**src/priv_trap_pkg.sv**
```systemverilog
////////////////////////////////////////////////////////////
// Trap definitions for the privilege unit.
// Exception and interrupt cause codes and the layout of
// the internal pending interrupt vector.
////////////////////////////////////////////////////////////

package priv_trap_pkg;

  localparam int EXC_CODE_W = 4;                  // Cause codes fit in four bits.
  typedef logic [EXC_CODE_W-1:0] exc_code_t;      // mcause exception code field.

  // Synchronous exception codes.
  localparam exc_code_t EXC_INSN_MISALIGNED  = 4'd0;
  localparam exc_code_t EXC_INSN_FAULT       = 4'd1;
  localparam exc_code_t EXC_ILLEGAL          = 4'd2;
  localparam exc_code_t EXC_BREAKPOINT       = 4'd3;
  localparam exc_code_t EXC_LOAD_MISALIGNED  = 4'd4;
  localparam exc_code_t EXC_LOAD_FAULT       = 4'd5;
  localparam exc_code_t EXC_STORE_MISALIGNED = 4'd6;
  localparam exc_code_t EXC_STORE_FAULT      = 4'd7;
  localparam exc_code_t EXC_ECALL_M          = 4'd11;

  // Machine interrupt codes, also the bit positions in mip and mie.
  localparam exc_code_t IRQ_SOFT_M  = 4'd3;
  localparam exc_code_t IRQ_TIMER_M = 4'd7;
  localparam exc_code_t IRQ_EXT_M   = 4'd11;

  localparam int MCAUSE_INT_BIT = 31;             // Set in mcause for interrupts.

  // Pending vector, highest priority in the top bit.
  localparam int IRQ_NUM = 3;
  typedef logic [IRQ_NUM-1:0] irq_vec_t;          // {external, software, timer}.

  localparam int IRQ_IDX_EXT   = 2;               // Taken first.
  localparam int IRQ_IDX_SOFT  = 1;
  localparam int IRQ_IDX_TIMER = 0;               // Taken last.

endpackage

```
**src/priv_csr_pkg.sv**
```systemverilog
////////////////////////////////////////////////////////////
// Machine CSR definitions for the privilege unit.
// Holds data widths, the CSR address map, mstatus bit
// positions and the reset values of the CSR storage.
////////////////////////////////////////////////////////////

package priv_csr_pkg;

  // Basic widths.
  localparam int XLEN       = 32;                 // Data path width.
  localparam int CSR_ADDR_W = 12;                 // Width of a CSR address.

  typedef logic [XLEN-1:0]       word_t;          // CSR data, PCs and fault addresses.
  typedef logic [CSR_ADDR_W-1:0] csr_addr_t;      // CSR address from the instruction.

  // Machine information and trap setup.
  localparam csr_addr_t CSR_MSTATUS  = 12'h300;   // Machine status.
  localparam csr_addr_t CSR_MIE      = 12'h304;   // Interrupt enables.
  localparam csr_addr_t CSR_MTVEC    = 12'h305;   // Trap vector base.

  // Machine trap handling.
  localparam csr_addr_t CSR_MSCRATCH = 12'h340;   // Handler scratch word.
  localparam csr_addr_t CSR_MEPC     = 12'h341;   // Exception PC.
  localparam csr_addr_t CSR_MCAUSE   = 12'h342;   // Trap cause.
  localparam csr_addr_t CSR_MTVAL    = 12'h343;   // Faulting address.
  localparam csr_addr_t CSR_MIP      = 12'h344;   // Interrupt pending, read only here.

  // Counters, lower halves only.
  localparam csr_addr_t CSR_MCYCLE   = 12'hB00;   // Cycle counter.
  localparam csr_addr_t CSR_MINSTRET = 12'hB02;   // Retired instruction counter.

  // Read-only machine information.
  localparam csr_addr_t CSR_MHARTID  = 12'hF14;   // Hart number.

  // mstatus fields that are implemented.
  localparam int MSTATUS_MIE  = 3;                // Global machine interrupt enable.
  localparam int MSTATUS_MPIE = 7;                // MIE saved on trap entry.

  // Direct mode only, so the two mode bits are never stored.
  localparam word_t MTVEC_BASE_MASK = 32'hFFFF_FFFC;

  // Reset values of the CSR storage.
  localparam word_t MTVEC_RESET    = 32'h0000_0000; // Handler at address zero.
  localparam word_t MEPC_RESET     = 32'h0000_0000;
  localparam word_t MCAUSE_RESET   = 32'h0000_0000;
  localparam word_t MTVAL_RESET    = 32'h0000_0000;
  localparam word_t MSCRATCH_RESET = 32'h0000_0000;
  localparam word_t COUNTER_RESET  = 32'h0000_0000; // mcycle and minstret.

  // Single hart design.
  localparam word_t MHARTID_VALUE  = 32'h0000_0000;

endpackage
```
**src/priv_block.sv**
```systemverilog
////////////////////////////////////////////////////////////
// Machine-mode privilege unit top level.
// Joins the interrupt synchronizer, the CSR file and the
// trap control between the pipeline and interrupt ports.
////////////////////////////////////////////////////////////

`timescale 1ns/10ps

module priv_block import priv_csr_pkg::*, priv_trap_pkg::*; (
  input  logic      CLK,
  input  logic      rst_n,
  // Exception strobes from the pipeline.
  input  logic      fault_insn,
  input  logic      mal_insn,
  input  logic      illegal_insn,
  input  logic      fault_l,
  input  logic      mal_l,
  input  logic      fault_s,
  input  logic      mal_s,
  input  logic      breakpoint,
  input  logic      env_m,
  input  word_t     epc,                          // Trapping PC.
  input  word_t     badaddr,                      // Fault address.
  input  logic      ret,                          // mret.
  input  logic      pipe_clear,
  // CSR access.
  input  csr_addr_t addr,
  input  word_t     wdata,
  input  logic      swap,
  input  logic      set,
  input  logic      clr,
  input  logic      valid_write,
  input  logic      instr,                        // Retire pulse.
  output word_t     priv_pc,
  output logic      insert_pc,
  output logic      intr,
  output word_t     rdata,
  output logic      invalid_csr,
  // Interrupt sources.
  input  logic      timer_int,
  input  logic      soft_int,
  input  logic      ext_int,
  input  logic      timer_int_clear,
  input  logic      soft_int_clear,
  input  logic      ext_int_clear
);

  irq_vec_t  pending;                             // Synchronizer to CSR file.
  logic      mstatus_mie;                         // CSR file to trap control.
  irq_vec_t  mie_bits;
  word_t     mtvec_base;
  word_t     mepc_q;
  logic      trap_take;                           // Trap control to CSR file.
  logic      trap_is_irq;
  exc_code_t trap_code;
  logic      mret_take;

  priv_irq_sync     irq_sync_i  (.*);
  priv_csr_rfile    csr_rfile_i (.*);
  priv_trap_control trap_ctrl_i (.*);

endmodule

```
**src/priv_trap_control.sv**
```systemverilog
////////////////////////////////////////////////////////////
// Trap control.
// Picks the cause of a trap, decides whether a trap or an
// mret redirects the pipeline and drives the new PC.
////////////////////////////////////////////////////////////

`timescale 1ns/10ps

module priv_trap_control import priv_csr_pkg::*, priv_trap_pkg::*; (
  input  logic      fault_insn,                   // Instruction access fault.
  input  logic      mal_insn,                     // Misaligned fetch target.
  input  logic      illegal_insn,
  input  logic      fault_l,                      // Load access fault.
  input  logic      mal_l,                        // Misaligned load.
  input  logic      fault_s,                      // Store access fault.
  input  logic      mal_s,                        // Misaligned store.
  input  logic      breakpoint,                   // ebreak.
  input  logic      env_m,                        // ecall from machine mode.
  input  logic      ret,                          // mret in the pipeline.
  input  logic      pipe_clear,                   // Safe point for an interrupt.
  input  logic      mstatus_mie,
  input  irq_vec_t  mie_bits,                     // Enabled and pending interrupts.
  input  word_t     mtvec_base,
  input  word_t     mepc_q,
  output word_t     priv_pc,                      // Redirect target.
  output logic      insert_pc,                    // Redirect this cycle.
  output logic      intr,                         // Redirect is an interrupt.
  output logic      trap_take,
  output logic      trap_is_irq,
  output exc_code_t trap_code,
  output logic      mret_take
);

  logic      exc_present;                         // Any exception strobe high.
  logic      irq_take;
  exc_code_t exc_code;                            // Highest priority exception.
  exc_code_t irq_code;                            // Highest priority interrupt.

  assign exc_present = breakpoint | fault_insn | illegal_insn | mal_insn | env_m |
                       mal_s | mal_l | fault_s | fault_l;

  // Exception priority.
  always_comb begin
    if (breakpoint) begin
      exc_code = EXC_BREAKPOINT;
    end else if (fault_insn) begin
      exc_code = EXC_INSN_FAULT;
    end else if (illegal_insn) begin
      exc_code = EXC_ILLEGAL;
    end else if (mal_insn) begin
      exc_code = EXC_INSN_MISALIGNED;
    end else if (env_m) begin
      exc_code = EXC_ECALL_M;
    end else if (mal_s) begin
      exc_code = EXC_STORE_MISALIGNED;
    end else if (mal_l) begin
      exc_code = EXC_LOAD_MISALIGNED;
    end else if (fault_s) begin
      exc_code = EXC_STORE_FAULT;
    end else begin
      exc_code = EXC_LOAD_FAULT;                  // Also the idle value.
    end
  end

  // Interrupt priority. External, then software, then timer.
  always_comb begin
    if (mie_bits[IRQ_IDX_EXT]) begin
      irq_code = IRQ_EXT_M;
    end else if (mie_bits[IRQ_IDX_SOFT]) begin
      irq_code = IRQ_SOFT_M;
    end else begin
      irq_code = IRQ_TIMER_M;
    end
  end

  // Interrupts wait for a clean pipeline and yield to exceptions.
  assign irq_take    = ~exc_present & pipe_clear & mstatus_mie & (|mie_bits);
  assign trap_take   = exc_present | irq_take;
  assign trap_is_irq = irq_take;
  assign trap_code   = exc_present ? exc_code : irq_code;
  assign mret_take   = ret & ~trap_take;          // A trap wins over mret.

  // Redirect to the pipeline.
  assign insert_pc = trap_take | mret_take;
  assign intr      = irq_take;
  assign priv_pc   = trap_take ? mtvec_base : mepc_q; // Direct mode vector.

endmodule

```
**src/priv_csr_rfile.sv**
```systemverilog
////////////////////////////////////////////////////////////
// Machine CSR register file.
// Decodes CSR accesses, stores the machine CSRs, applies
// trap and mret updates and runs mcycle and minstret.
////////////////////////////////////////////////////////////

`timescale 1ns/10ps

module priv_csr_rfile import priv_csr_pkg::*, priv_trap_pkg::*; (
  input  logic      CLK,
  input  logic      rst_n,
  input  csr_addr_t addr,                         // CSR address of the access.
  input  word_t     wdata,                        // Operand for swap, set or clear.
  input  logic      swap,                         // csrrw style access.
  input  logic      set,                          // csrrs style access.
  input  logic      clr,                          // csrrc style access.
  input  logic      valid_write,                  // Access really writes the CSR.
  input  logic      instr,                        // Instruction retired this cycle.
  input  irq_vec_t  pending,                      // Synchronized pending bits.
  input  logic      trap_take,                    // Trap entered this cycle.
  input  logic      trap_is_irq,
  input  exc_code_t trap_code,
  input  logic      mret_take,                    // mret executed this cycle.
  input  word_t     epc,                          // PC of the trapping instruction.
  input  word_t     badaddr,                      // Fault address for mtval.
  output word_t     rdata,                        // Old CSR value.
  output logic      invalid_csr,
  output logic      mstatus_mie,
  output irq_vec_t  mie_bits,                     // Pending interrupts masked by mie.
  output word_t     mtvec_base,
  output word_t     mepc_q
);

  logic     mstatus_mie_q, mstatus_mpie_q;        // The two stored mstatus bits.
  irq_vec_t mie_q;                                // Enables in pending vector order.
  word_t    mtvec_q;                              // Mode bits always zero.
  word_t    mscratch_q, mcause_q, mtval_q;
  word_t    mcycle_q, minstret_q;
  word_t    csr_old, csr_new;
  logic     addr_known;                           // Address maps to an implemented CSR.
  logic     csr_access;
  logic     csr_we;                               // Write commits at the clock edge.

  // Spread a pending vector over the mip and mie bit layout.
  function automatic word_t irq_to_word(irq_vec_t v);
    word_t w;
    w              = '0;
    w[IRQ_EXT_M]   = v[IRQ_IDX_EXT];
    w[IRQ_SOFT_M]  = v[IRQ_IDX_SOFT];
    w[IRQ_TIMER_M] = v[IRQ_IDX_TIMER];
    return w;
  endfunction

  // Read decode.
  always_comb begin
    csr_old    = '0;
    addr_known = 1'b1;
    case (addr)
      CSR_MSTATUS: begin
        csr_old[MSTATUS_MIE]  = mstatus_mie_q;
        csr_old[MSTATUS_MPIE] = mstatus_mpie_q;
      end
      CSR_MIE:      csr_old = irq_to_word(mie_q);
      CSR_MIP:      csr_old = irq_to_word(pending); // Live pending bits.
      CSR_MTVEC:    csr_old = mtvec_q;
      CSR_MSCRATCH: csr_old = mscratch_q;
      CSR_MEPC:     csr_old = mepc_q;
      CSR_MCAUSE:   csr_old = mcause_q;
      CSR_MTVAL:    csr_old = mtval_q;
      CSR_MCYCLE:   csr_old = mcycle_q;
      CSR_MINSTRET: csr_old = minstret_q;
      CSR_MHARTID:  csr_old = MHARTID_VALUE;
      default:      addr_known = 1'b0;           // Unimplemented address.
    endcase
  end

  assign rdata       = csr_old;
  assign csr_access  = swap | set | clr;
  assign invalid_csr = csr_access &
                       (~addr_known | (valid_write & (addr == CSR_MHARTID)));
  assign csr_we      = csr_access & valid_write & ~invalid_csr & ~trap_take;

  // Write value from the old value and the operand.
  always_comb begin
    if (swap) begin
      csr_new = wdata;
    end else if (set) begin
      csr_new = csr_old | wdata;
    end else begin
      csr_new = csr_old & ~wdata;
    end
  end

  // mstatus. Trap entry first, then mret, then software.
  always_ff @(posedge CLK or negedge rst_n) begin
    if (!rst_n) begin
      mstatus_mie_q  <= 1'b0;
      mstatus_mpie_q <= 1'b0;
    end else if (trap_take) begin
      mstatus_mpie_q <= mstatus_mie_q;            // Save the enable.
      mstatus_mie_q  <= 1'b0;                     // Handler runs masked.
    end else if (mret_take) begin
      mstatus_mie_q  <= mstatus_mpie_q;
      mstatus_mpie_q <= 1'b1;
    end else if (csr_we && addr == CSR_MSTATUS) begin
      mstatus_mie_q  <= csr_new[MSTATUS_MIE];
      mstatus_mpie_q <= csr_new[MSTATUS_MPIE];
    end
  end

  // Software-only CSRs.
  always_ff @(posedge CLK or negedge rst_n) begin
    if (!rst_n) begin
      mie_q      <= '0;
      mtvec_q    <= MTVEC_RESET;
      mscratch_q <= MSCRATCH_RESET;
    end else if (csr_we) begin
      if (addr == CSR_MIE) begin
        mie_q[IRQ_IDX_EXT]   <= csr_new[IRQ_EXT_M];
        mie_q[IRQ_IDX_SOFT]  <= csr_new[IRQ_SOFT_M];
        mie_q[IRQ_IDX_TIMER] <= csr_new[IRQ_TIMER_M];
      end
      if (addr == CSR_MTVEC) mtvec_q <= csr_new & MTVEC_BASE_MASK;
      if (addr == CSR_MSCRATCH) mscratch_q <= csr_new;
    end
  end

  // Trap CSRs, loaded by hardware on trap entry.
  always_ff @(posedge CLK or negedge rst_n) begin
    if (!rst_n) begin
      mepc_q   <= MEPC_RESET;
      mcause_q <= MCAUSE_RESET;
      mtval_q  <= MTVAL_RESET;
    end else if (trap_take) begin
      mepc_q                   <= epc;
      mcause_q                 <= '0;
      mcause_q[MCAUSE_INT_BIT] <= trap_is_irq;
      mcause_q[EXC_CODE_W-1:0] <= trap_code;
      mtval_q                  <= trap_is_irq ? '0 : badaddr; // No address for interrupts.
    end else if (csr_we) begin
      if (addr == CSR_MEPC) mepc_q <= csr_new;
      if (addr == CSR_MCAUSE) mcause_q <= csr_new;
      if (addr == CSR_MTVAL) mtval_q <= csr_new;
    end
  end

  // Counters. A software write replaces the increment.
  always_ff @(posedge CLK or negedge rst_n) begin
    if (!rst_n) begin
      mcycle_q   <= COUNTER_RESET;
      minstret_q <= COUNTER_RESET;
    end else begin
      if (csr_we && addr == CSR_MCYCLE) begin
        mcycle_q <= csr_new;
      end else begin
        mcycle_q <= mcycle_q + 32'd1;             // Every cycle.
      end
      if (csr_we && addr == CSR_MINSTRET) begin
        minstret_q <= csr_new;
      end else if (instr) begin
        minstret_q <= minstret_q + 32'd1;         // Retire pulses only.
      end
    end
  end

  // Values used by the trap control.
  assign mstatus_mie = mstatus_mie_q;
  assign mie_bits    = mie_q & pending;
  assign mtvec_base  = mtvec_q;

endmodule

```
**src/priv_irq_sync.sv**
```systemverilog
////////////////////////////////////////////////////////////
// Interrupt line synchronizer.
// Brings the timer, software and external set and clear
// lines into the core clock and holds the pending bits.
////////////////////////////////////////////////////////////

`timescale 1ns/10ps

module priv_irq_sync import priv_trap_pkg::*; (
  input  logic     CLK,
  input  logic     rst_n,
  input  logic     timer_int,                     // Set pulses from the interrupt sources.
  input  logic     soft_int,
  input  logic     ext_int,
  input  logic     timer_int_clear,               // Clear pulses, same sources.
  input  logic     soft_int_clear,
  input  logic     ext_int_clear,
  output irq_vec_t pending                        // Latched pending bits.
);

  irq_vec_t set_raw, clr_raw;                     // Lines gathered into vectors.
  irq_vec_t set_s1, set_s2;                       // Set synchronizer stages.
  irq_vec_t clr_s1, clr_s2;                       // Clear synchronizer stages.
  irq_vec_t pending_q;

  always_comb begin
    set_raw                = '0;
    clr_raw                = '0;
    set_raw[IRQ_IDX_EXT]   = ext_int;
    set_raw[IRQ_IDX_SOFT]  = soft_int;
    set_raw[IRQ_IDX_TIMER] = timer_int;
    clr_raw[IRQ_IDX_EXT]   = ext_int_clear;
    clr_raw[IRQ_IDX_SOFT]  = soft_int_clear;
    clr_raw[IRQ_IDX_TIMER] = timer_int_clear;
  end

  always_ff @(posedge CLK or negedge rst_n) begin
    if (!rst_n) begin
      set_s1    <= '0;
      set_s2    <= '0;
      clr_s1    <= '0;
      clr_s2    <= '0;
      pending_q <= '0;
    end else begin
      set_s1    <= set_raw;                       // First stage, may go metastable.
      set_s2    <= set_s1;                        // Second stage, stable.
      clr_s1    <= clr_raw;
      clr_s2    <= clr_s1;
      pending_q <= (pending_q | set_s2) & ~clr_s2; // Clear wins over set.
    end
  end

  assign pending = pending_q;

endmodule

```
**config.mk**
```make
export PLATFORM = sky130hd
export DESIGN_NAME = priv_block
export DESIGN_NICKNAME = d
export VERILOG_FILES = /design/src/priv_trap_pkg.sv /design/src/priv_csr_pkg.sv /design/src/priv_block.sv /design/src/priv_trap_control.sv /design/src/priv_csr_rfile.sv /design/src/priv_irq_sync.sv
export SDC_FILE = /design/constraint.sdc
export NUM_CORES = 1
export LEC_CHECK = 0
export ABC_AREA = 1
export BUFFER_PORTS_ARGS = -buffer_cell sky130_fd_sc_hd__buf_2
export CORE_UTILIZATION = 40
export CTS_BUF_LIST = sky130_fd_sc_hd__clkbuf_2
export DETAILED_ROUTE_END_ITERATION = 6
export PLACE_DENSITY = 0.69
export SYNTH_ARGS = -nofsm -noshare
export SYNTH_HDL_FRONTEND = slang
export SYNTH_SLANG_ARGS = --single-unit
```
**constraint.sdc**
```tcl
create_clock -name CLK -period 4.75 [get_ports CLK]
set_input_delay 0.7125 -clock CLK [delete_from_list [all_inputs] [get_ports CLK]]
set_output_delay 0.7125 -clock CLK [all_outputs]
set_load 0.02 [all_outputs]
```
==> results of run 1 <==
[power by group]
group,switching (mW),internal (mW)
Combinational,0.354,0.180
Clock,0.942,0.695
Sequential,0.116,2.16
Total,1.41,3.03
[flip-flops by register name (all words and copies together) (netlist names), 30 cells and up]
name / cells
csr_rfile_i.mcause_q: 32
csr_rfile_i.mcycle_q: 32
csr_rfile_i.mepc_q: 32
csr_rfile_i.minstret_q: 32
csr_rfile_i.mscratch_q: 32
csr_rfile_i.mtval_q: 32
csr_rfile_i.mtvec_base: 30
[layer usage]
layer	GRT usage, %	wire [um]	vias to the layer above
met2	42.5	23000	862
li1	-	-	7338
met4	13.1	2130	2
met5	0	11	-
met1	42.5	23300	7163
met3	7.11	5840	135
[through the flow]
step                util, %  hold WS (ns)  instances  area (um^2)  worst slack (ns)
CTS                    46.7       0.00442       2912        16600             0.841
global placement       44.5         0.334       2784        15800              1.06
detailed placement     44.5         0.335       2784        15800             0.965
global route           46.7        0.0223       2913        16600             0.710
finish                 46.7        0.0426       2913        16600             0.861
floorplan                 -         0.331       2197        14400              1.59
[cell type report]
type                       instances  area [um^2]  area share [%]
inverter                         184          691            4.16
clock inverter                    18          159           0.957
timing repair buffer             237         1360            8.18
tap                              461          577            3.47
sequential                       242         6060            36.5
multi-input combinational       1676         7290            43.9
clock buffer                      94          470            2.83
antenna                            1         2.50          0.0151
[logic make-up (layout without fill, tap and decap cells)]
kind of cell    count (synthesis)  in the layout
other cells                     0              1
flops                         242            242
compound gates                232            232
simple gates                 1399           1399
fa+ha+maj                       2              2
xor+xnor                       43             43
buf+inv                       279            533
[worst max-delay path by stage]
stage	startpoint	endpoint	depth (start not counted)
6_report	csr_rfile_i.mie_q[1]$_DFFE_PN0P_	priv_pc[4]	8
5_1_grt	csr_rfile_i.mie_q[1]$_DFFE_PN0P_	priv_pc[15]	8
4_1_cts	csr_rfile_i.mie_q[1]$_DFFE_PN0P_	priv_pc[4]	8
3_5_place_dp	breakpoint	csr_rfile_i.mtvec_base[21]$_DFFE_PN0P_	13
3_3_place_gp	breakpoint	priv_pc[15]	10
2_1_floorplan	breakpoint	priv_pc[2]	9
[tightest hold or removal path, cell delays in order]
cell and delay [ns]:
buf_2 0.08, nand2_1 0.04, nand3_1 0.07
[repair_timing]
| item | in CTS | in global routing |
|---|---|---|
| endpoints found under the hold margin | 100 | 0 |
| setup endpoints to repair | 0 | 0 |
| hold buffers | 16 | 0 |
[cells in the final DEF (no fill, tap or decap), types with 29 or more instances in the layout]
cell	instances
dfrtp_1	242
buf_2	197
nor2_1	193
a21oi_1	29
xor2_1	37
nand3_1	190
inv_1	177
nand2_1	942
o21ai_0	170
clkbuf_2	94
==> impl_metrics.tcl, run 1 <==
set metrics [dict create \
    fin_crit_sh_pct 81.9 \
    r2r_start "csr_rfile_i.mie_q[1]$_DFFE_PN0P_" \
    synth_top_family_by_area "simple AND/OR/NAND/NOR gates" \
    tightest_slew_ns 0.925 \
    drv_slew 0 \
    cts_setup_buffers 0 \
    yosys.area_share.simple_pct 39.4 \
    first_iter_violations 1719 \
    cts_sinks 242 \
    synth_area_per_cell_um2 6.57 \
    p_leak_nw 8.65 \
    fmax_mhz 257 \
    cts_htree_levels 3 \
    powerDensity_nw_per_um2 268 \
    ys.flop_type "dfrtp_1" \
    synthMuxAreaShare_pct 0 \
    root_buffer "clkbuf_2" \
    routabilityCongestion 0.976 \
    min_from "epc[18]" \
    reg2reg_to "csr_rfile_i.mtvec_base[17]$_DFFE_PN0P_" \
    setup_viol 0 \
    post_cts_resized 0 \
    synthArstFlopShare_pct 100 \
    timing.slew.headroom_pct 38.3 \
    cp_data_arrival_time_ns 3.18 \
    crit_type "reg2out" \
    grt_pass1_wl_um 82700 \
    num_rows 69 \
    drc_errors 0 \
    end_kind "output port" \
    crit_path_start_kind "flop" \
    hold_path_end "csr_rfile_i.mepc_q[18]$_DFFE_PN0P_" \
    antenna_found_initial 3 \
    slowest_stage "inv_2" \
    r2r_setup_slack_ns 1.82 \
    grt_pass1_vias 14500 \
    die_h_um 192 \
    fin_tns_setup_ns 0 \
    cp_common_cell "nand2_1" \
    io_pins 199 \
    min_path_cells 3 \
    num-fill-cells 3812 \
    dieArea_um2 36800 \
    totalWireLength_um 54300 \
    yosysMostFrequentCell "nand2_1" \
    synth_fp_nets 2331 \
    viasPerCell 5.32 \
    overflow 0 \
    first_pass_iters 6 \
    critPathRequiredTime_ns 4.04 \
    min_period_ns 3.89 \
    r2r_cells 10 \
    vias 15500 \
    yosysTopAreaCell "dfrtp_1" \
    die_w_um 192 \
    crit_family "buffers and inverters" \
    clockBufferDepth 3 \
    rsz0062_at_grt "false" \
    numCtsBuffers 70 \
    drive_gt1_share_pct 14.5 \
    ys_ff_latch 242 \
    synth_edf_count 0 \
    core_um2 35600 \
    fin_skew_ns 0.0771 \
    status "complete, no violations" \
    synth_compound_area_share_pct 8.23 \
    grt_start_max_net_pins 133 \
    path_cells "nand2_1 > nand3_1 > a31oi_4 > inv_2 > buf_4 > nand2_1 > o21ai_0 > buf_2" \
    wl_per_cell_um 18.7 \
    nets 2545 \
    path_buf_inv 3 \
    path_clk_slew_ns 0.10 \
    hpwl_um 39400 \
    yosysWarnings 0 \
    port_buffers 198 \
    antenna_left 0 \
    ys_top_cells_by_area "dfrtp_1, nand2_1, nand3_1" \
    hold_class "in2reg" \
    crit_fanout 35 \
    syn_inst 2197 \
    synthAdderAreaFrac_pct 0.173 \
    start_util_pct 40.6 \
    clk_latency_ns 0.92 \
    cts_tree "built" \
    synthesis.area_um2 14400 \
    power_mw 4.45 \
    synth_xor_area_share_pct 2.61 \
    yosys-top-cells-count "nand2_1, dfrtp_1, nor2_1, nand3_1, inv_1" \
    synth_cell_types 34 \
    hold_violations 0 \
    ir_worst_vdd_v 0.000127 \
    maxCapViolations 0 \
    synth_top_area_share_pct 42.0 \
    grt_use_total_pct 29.8 \
    syn_to_final_growth_pct 15.1 \
    cp_slowest_stage_delay_ns 0.55 \
    seq_area_frac_synth_pct 42.0 \
]
No activity file was read; power rests on OpenSTA's default activity.
==> inputs of run 2 (changes only) <==
PLACE_DENSITY = 0.71   (was 0.69)
clock period = 3.2 ns   (was 4.75 ns; I/O delays follow)
==> run 2 against run 1 <==
  * Register-to-register slack got worse by 1.3 ns
  * Clock skew about the same
  * Sequential cell count unchanged
  * Clock power increased by 31%
  * Sequential share of layout area decreased by 1.8 points
  * Largest cell class unchanged
  * The flow now finishes with violations (DRC)
  * Highest routed layer is now met4
  * Critical path depth increased by 4
  * Power increased by 45%
  * Largest power group unchanged
==> impl_metrics.tcl, run 2 (synthesis results as in run 1) <==
set metrics [dict create \
    status "finished, violations left" \
    violations "DRC" \
    powerDensity_nw_per_um2 368 \
    critPathRequiredTime_ns 2.72 \
    crit_fanout 33 \
    antenna_left 0 \
    drive_gt1_share_pct 15.4 \
    hpwl_um 41600 \
    clockBufferDepth 3 \
    drv_slew 0 \
    grt_pass1_wl_um 86700 \
    fin_ws_ns 0.0453 \
    fin_crit_sh_pct 98.6 \
    setup_viol 0 \
    final_core_util_pct 49.1 \
    crit_type "in2out" \
    first_pass_iters 7 \
    hold_class "in2reg" \
    fin_skew_ns 0.0772 \
    fmax_mhz 317 \
    vias 16200 \
    numCtsBuffers 68 \
    clk_latency_ns 0.87 \
    ir_worst_vdd_v 0.000180 \
    cts_htree_levels 3 \
    layout_common_cells "nand2_1, dfrtp_1, buf_2" \
    dieArea_um2 36800 \
    fin_tns_setup_ns 0 \
    fin_hold_ws_ns 0.0653 \
    die_w_um 192 \
    cp_data_arrival_time_ns 2.67 \
    slowest_stage "dlygate4sd3_1" \
    drc_errors 1 \
    hold_violations 0 \
    timing.slew.headroom_pct 38.2 \
    maxCapViolations 0 \
    grt_use_total_pct 31.4 \
    num_rows 69 \
    tightest_slew_ns 0.926 \
    root_buffer "clkbuf_2" \
    path_clk_slew_ns 0.08 \
    p_leak_nw 9.04 \
    min_period_ns 3.15 \
    dpl_worst_slack_ns 0.113 \
    first_iter_violations 1671 \
    end_kind "output port" \
    antenna_found_initial 1 \
    routabilityCongestion 0.990 \
    totalWireLength_um 57700 \
    layout_commonest_cell "nand2_1" \
    start_util_pct 40.6 \
    grt_start_max_net_pins 83 \
    num-fill-cells 3692 \
    crit_path_start_kind "input pin" \
    overflow 0 \
    io_pins 199 \
    wl_per_cell_um 19.2 \
    core_um2 35600 \
    cp_slowest_stage_delay_ns 0.54 \
    cts_tree "built" \
    die_h_um 192 \
    path_cells "dlygate4sd3_1 > buf_2 > nor2_2 > nand3_1 > nor2_2 > inv_2 > a31oi_4 > buf_4 > buf_12 > nand2_1 > o21ai_1 > buf_4" \
    cts_sinks 242 \
    nets 2634 \
    syn_to_final_growth_pct 21.0 \
    port_buffers 198 \
    viasPerCell 5.40 \
    grt_pass1_vias 14800 \
]
-- run 2: cell count changes in the layout (fill, tap and decap cells not counted), sizes merged, moves of 3 or more --
cell	previous run	this run
buf	221	252
inv	185	188
bufinv	3	0
dlygate4sd3	16	75
-- run 2: stage by stage --
step | instances | power [mW] | cell area (um^2)
2_1_floorplan | 2197 | 3.81 | 14400
3_3_place_gp | 2812 | 4.22 | 16100
3_5_place_dp | 2812 | 4.24 | 16100
4_1_cts | 3003 | 6.43 | 17400
5_1_grt | 3004 | 6.74 | 17500
6_report | 3004 | 6.43 | 17500
-- run 2: area by class of cell --
type,count,area [um^2],share of cell area (%)
diodes,1,2.50,0.0143
clock buffers,93,465,2.67
clock inverters,19,76.3,0.437
inverters,184,703,4.03
multi-input cells,1676,7300,41.8
flip-flops and latches,242,6060,34.7
well taps,461,577,3.30
repair buffers,328,2280,13.1
-- run 2: timing repair --
item,in CTS,in global routing
setup endpoints to repair,18,25
pin swaps,1,0
hold buffers,75,0
setup buffers,3,0
cloned,1,0
endpoints found under the hold margin,152,0
gates resized for setup,12,6
-- run 2: path summary, 6_finish.rpt --
path	from	end	slack, ns	depth (start not counted)
min in group asynchronous	rst_n	irq_sync_i.pending[1]$_DFF_PN0_	0.19	2
worst max-delay path	breakpoint	priv_pc[19]	0.05	12
worst min register to register	irq_sync_i.set_s1[2]$_DFF_PN0_	irq_sync_i.set_s2[2]$_DFF_PN0_	0.36	0
worst min-delay path	instr	csr_rfile_i.minstret_q[1]$_DFFE_PN0P_	0.07	5
worst max register to register	irq_sync_i.pending[0]$_DFF_PN0_	csr_rfile_i.minstret_q[4]$_DFFE_PN0P_	0.54	10
max in group asynchronous	rst_n	csr_rfile_i.mtval_q[22]$_DFFE_PN0P_	1.99	3
-- run 2: power by group --
part / total, mW / internal (mW) / switching, mW
clock network: 2.15 / 0.778 / 1.37
registers: 3.40 / 3.20 / 0.196
logic: 0.884 / 0.329 / 0.555
total: 6.43 / 4.31 / 2.12
-- run 2: critical path: cells and delay by family --
| family | cells | cell delay, ns |
|---|---|---|
| buf+inv | 6 | 1.30 |
| simple gates | 4 | 0.54 |
| compound gates | 2 | 0.33 |
-- run 2: routing by layer --
| metal | track usage, % | wire length, um |
|---|---|---|
| met1 | 45.7 | 24700 |
| met2 | 45.3 | 24800 |
| met3 | 7.67 | 6760 |
| met4 | 9.77 | 1440 |
| met5 | 0 | 0 |
==> inputs of run 3 (changes only) <==
==> constraint.sdc (replaced) <==
create_clock -name CLK -period 3.2 [get_ports CLK]
set_input_delay 0.32 -clock CLK [delete_from_list [all_inputs] [get_ports CLK]]
set_output_delay 0.32 -clock CLK [all_outputs]
set_load 0.02 [all_outputs]
==> run 3 against run 2 <==
  * The run ends with hold timing left
  * Critical path depth unchanged
  * Clock skew about the same
  * First-iteration DRC count is 28% higher
  * Utilization increased by 0.63 points
  * Die area unchanged
  * Combinational power increased by 2.4%
  * Final cell count up 0.33%
  * Critical endpoint is now priv_pc[29]
  * Largest cell class unchanged
==> impl_metrics.tcl, run 3 (synthesis results as in run 1) <==
set metrics [dict create \
    die_h_um 192 \
    die_w_um 192 \
    overflow 0 \
    routabilityCongestion 0.979 \
    drive_gt1_share_pct 14.7 \
    nets 2650 \
    timing.slew.headroom_pct 39.4 \
    dieArea_um2 36800 \
    crit_path_start_kind "input pin" \
    first_iter_violations 2138 \
    place_inst 2798 \
    maxCapViolations 0 \
    swShare_pct 32.5 \
    hold_violations 1 \
    fin_crit_sh_pct 98.5 \
    crit_type "in2out" \
    p_leak_nw 9.10 \
    pwr-share-seq_pct 52.0 \
    p_int_mw 4.39 \
    drc_errors 0 \
    tightest_slew_ns 0.907 \
    critPathRequiredTime_ns 2.88 \
    placed_area_um2 16000 \
    layout_commonest_cell "nand2_1" \
    r2r_cells 10 \
    grt_pass1_vias 15400 \
    final_core_util_pct 49.7 \
    cts_htree_levels 3 \
    crit_fanout 35 \
    hold_class "in2async" \
    status "finished, violations left" \
    first_pass_iters 6 \
    dpl_worst_slack_ns 0.270 \
    port_buffers 198 \
    ir_worst_vdd_v 0.000164 \
    min_period_ns 3.15 \
    setup_viol 0 \
    cts_tree "built" \
    fin_hold_ws_ns -0.00298 \
    clk_latency_ns 0.92 \
    fin_ws_ns 0.0489 \
    fin_skew_ns 0.0767 \
    clockBufferDepth 3 \
    end_kind "output port" \
    vias 16300 \
    syn_to_final_growth_pct 22.6 \
    hpwl_um 41400 \
    power.share.combinational_pct 13.9 \
    violations "hold timing" \
    cts_sinks 242 \
    grt_use_total_pct 31.9 \
    path_clk_slew_ns 0.11 \
    num_rows 69 \
    drv_slew 0 \
    antenna_left 0 \
    fin_tns_setup_ns 0 \
    powerDensity_nw_per_um2 368 \
    grt_pass1_wl_um 88200 \
    antenna_found_initial 1 \
    io_pins 199 \
    instances_no_fill 3014 \
    p_clk_share_pct 34.0 \
    start_util_pct 40.6 \
    stdcell_area_um2 17700 \
    switchingPower_mw 2.12 \
    fmax_mhz 317 \
    root_buffer "clkbuf_2" \
    numCtsBuffers 69 \
    core_um2 35600 \
    wl_per_cell_um 19.3 \
    cp_data_arrival_time_ns 2.83 \
    totalWireLength_um 58200 \
    layout_common_cells "nand2_1, dfrtp_1, buf_2" \
    grt_start_max_net_pins 83 \
    viasPerCell 5.42 \
]
==> run 3: cell types whose count changed in the layout (fill, tap and decap cells not counted), sizes merged, moves of 2 or more <==
| cell | before | now |
|---|---|---|
| clkinv | 14 | 8 |
| clkbuf | 93 | 91 |
| buf | 252 | 237 |
| diode | 1 | 3 |
| dlygate4sd3 | 75 | 104 |
==> run 3: final timing paths <==
| check | from | end | slack (ns) |
|---|---|---|---|
| max in group asynchronous | rst_n | csr_rfile_i.mscratch_q[19]$_DFFE_PN0P_ | 2.05 |
| min in group CLK | wdata[29] | csr_rfile_i.mtvec_base[29]$_DFFE_PN0P_ | 0.03 |
| worst max-delay path | breakpoint | priv_pc[29] | 0.05 |
| worst max register to register | csr_rfile_i.mie_q[2]$_DFFE_PN0P_ | csr_rfile_i.mepc_q[18]$_DFFE_PN0P_ | 0.40 |
| worst min-delay path | rst_n | csr_rfile_i.mstatus_mpie_q$_DFFE_PN0P_ | -0.003 |
| worst min register to register | irq_sync_i.clr_s1[1]$_DFF_PN0_ | irq_sync_i.clr_s2[1]$_DFF_PN0_ | 0.35 |
==> run 3: cell type report <==
type | count | area, um^2
Clock buffer | 91 | 455
Multi-Input combinational cell | 1676 | 7300
Inverter | 184 | 696
Sequential cell | 242 | 6060
Antenna cell | 3 | 7.51
Tap cell | 461 | 577
Clock inverter | 14 | 88.8
Timing Repair Buffer | 343 | 2510
Fill cell | 3635 | 17900
==> run 3: power groups by stage <==
stage	clock network, mW	registers (mW)	logic, mW
after CTS	2.23	3.38	0.885
after global placement	0	3.43	0.769
final	2.21	3.39	0.905
after floorplan	0	3.37	0.440
after detailed placement	0	3.44	0.785
after global routing	2.39	3.41	1.00
==> run 3: repair_timing <==
action,4_1_cts,5_1_grt
resized for setup,3,7
hold buffers,104,0
setup endpoints to repair,14,16
cloned,2,0
pin swaps,1,1
hold endpoints to repair,239,0
setup buffers,1,1
==> run 3: per-layer routing <==
| metal | vias up | track usage [%] | routed length, um |
|---|---|---|---|
| met5 | - | 0 | 0 |
| met4 | 0 | 10.6 | 1790 |
| met3 | 140 | 8.09 | 7160 |
| met2 | 1004 | 47.2 | 25300 |
| met1 | 7644 | 45.0 | 24000 |
| li1 | 7541 | - | - |
==> run 3: stage by stage <==
stage	hold WS, ns	power, mW
floorplan	0.0244	3.81
global placement	0.334	4.20
detailed placement	0.337	4.22
CTS	0.00308	6.50
global route	0.0214	6.80
finish	-0.00298	6.51
==> run 3: critical path, cell delays in order <==
cell and delay [ns]:
dlygate4sd3_1 0.54, buf_2 0.13, nor2_1 0.25, nand3_1 0.15, nor2_1 0.20, inv_2 0.08
a31oi_4 0.26, buf_12 0.24, buf_16 0.20, nand2_1 0.11, o21ai_0 0.11, buf_2 0.20
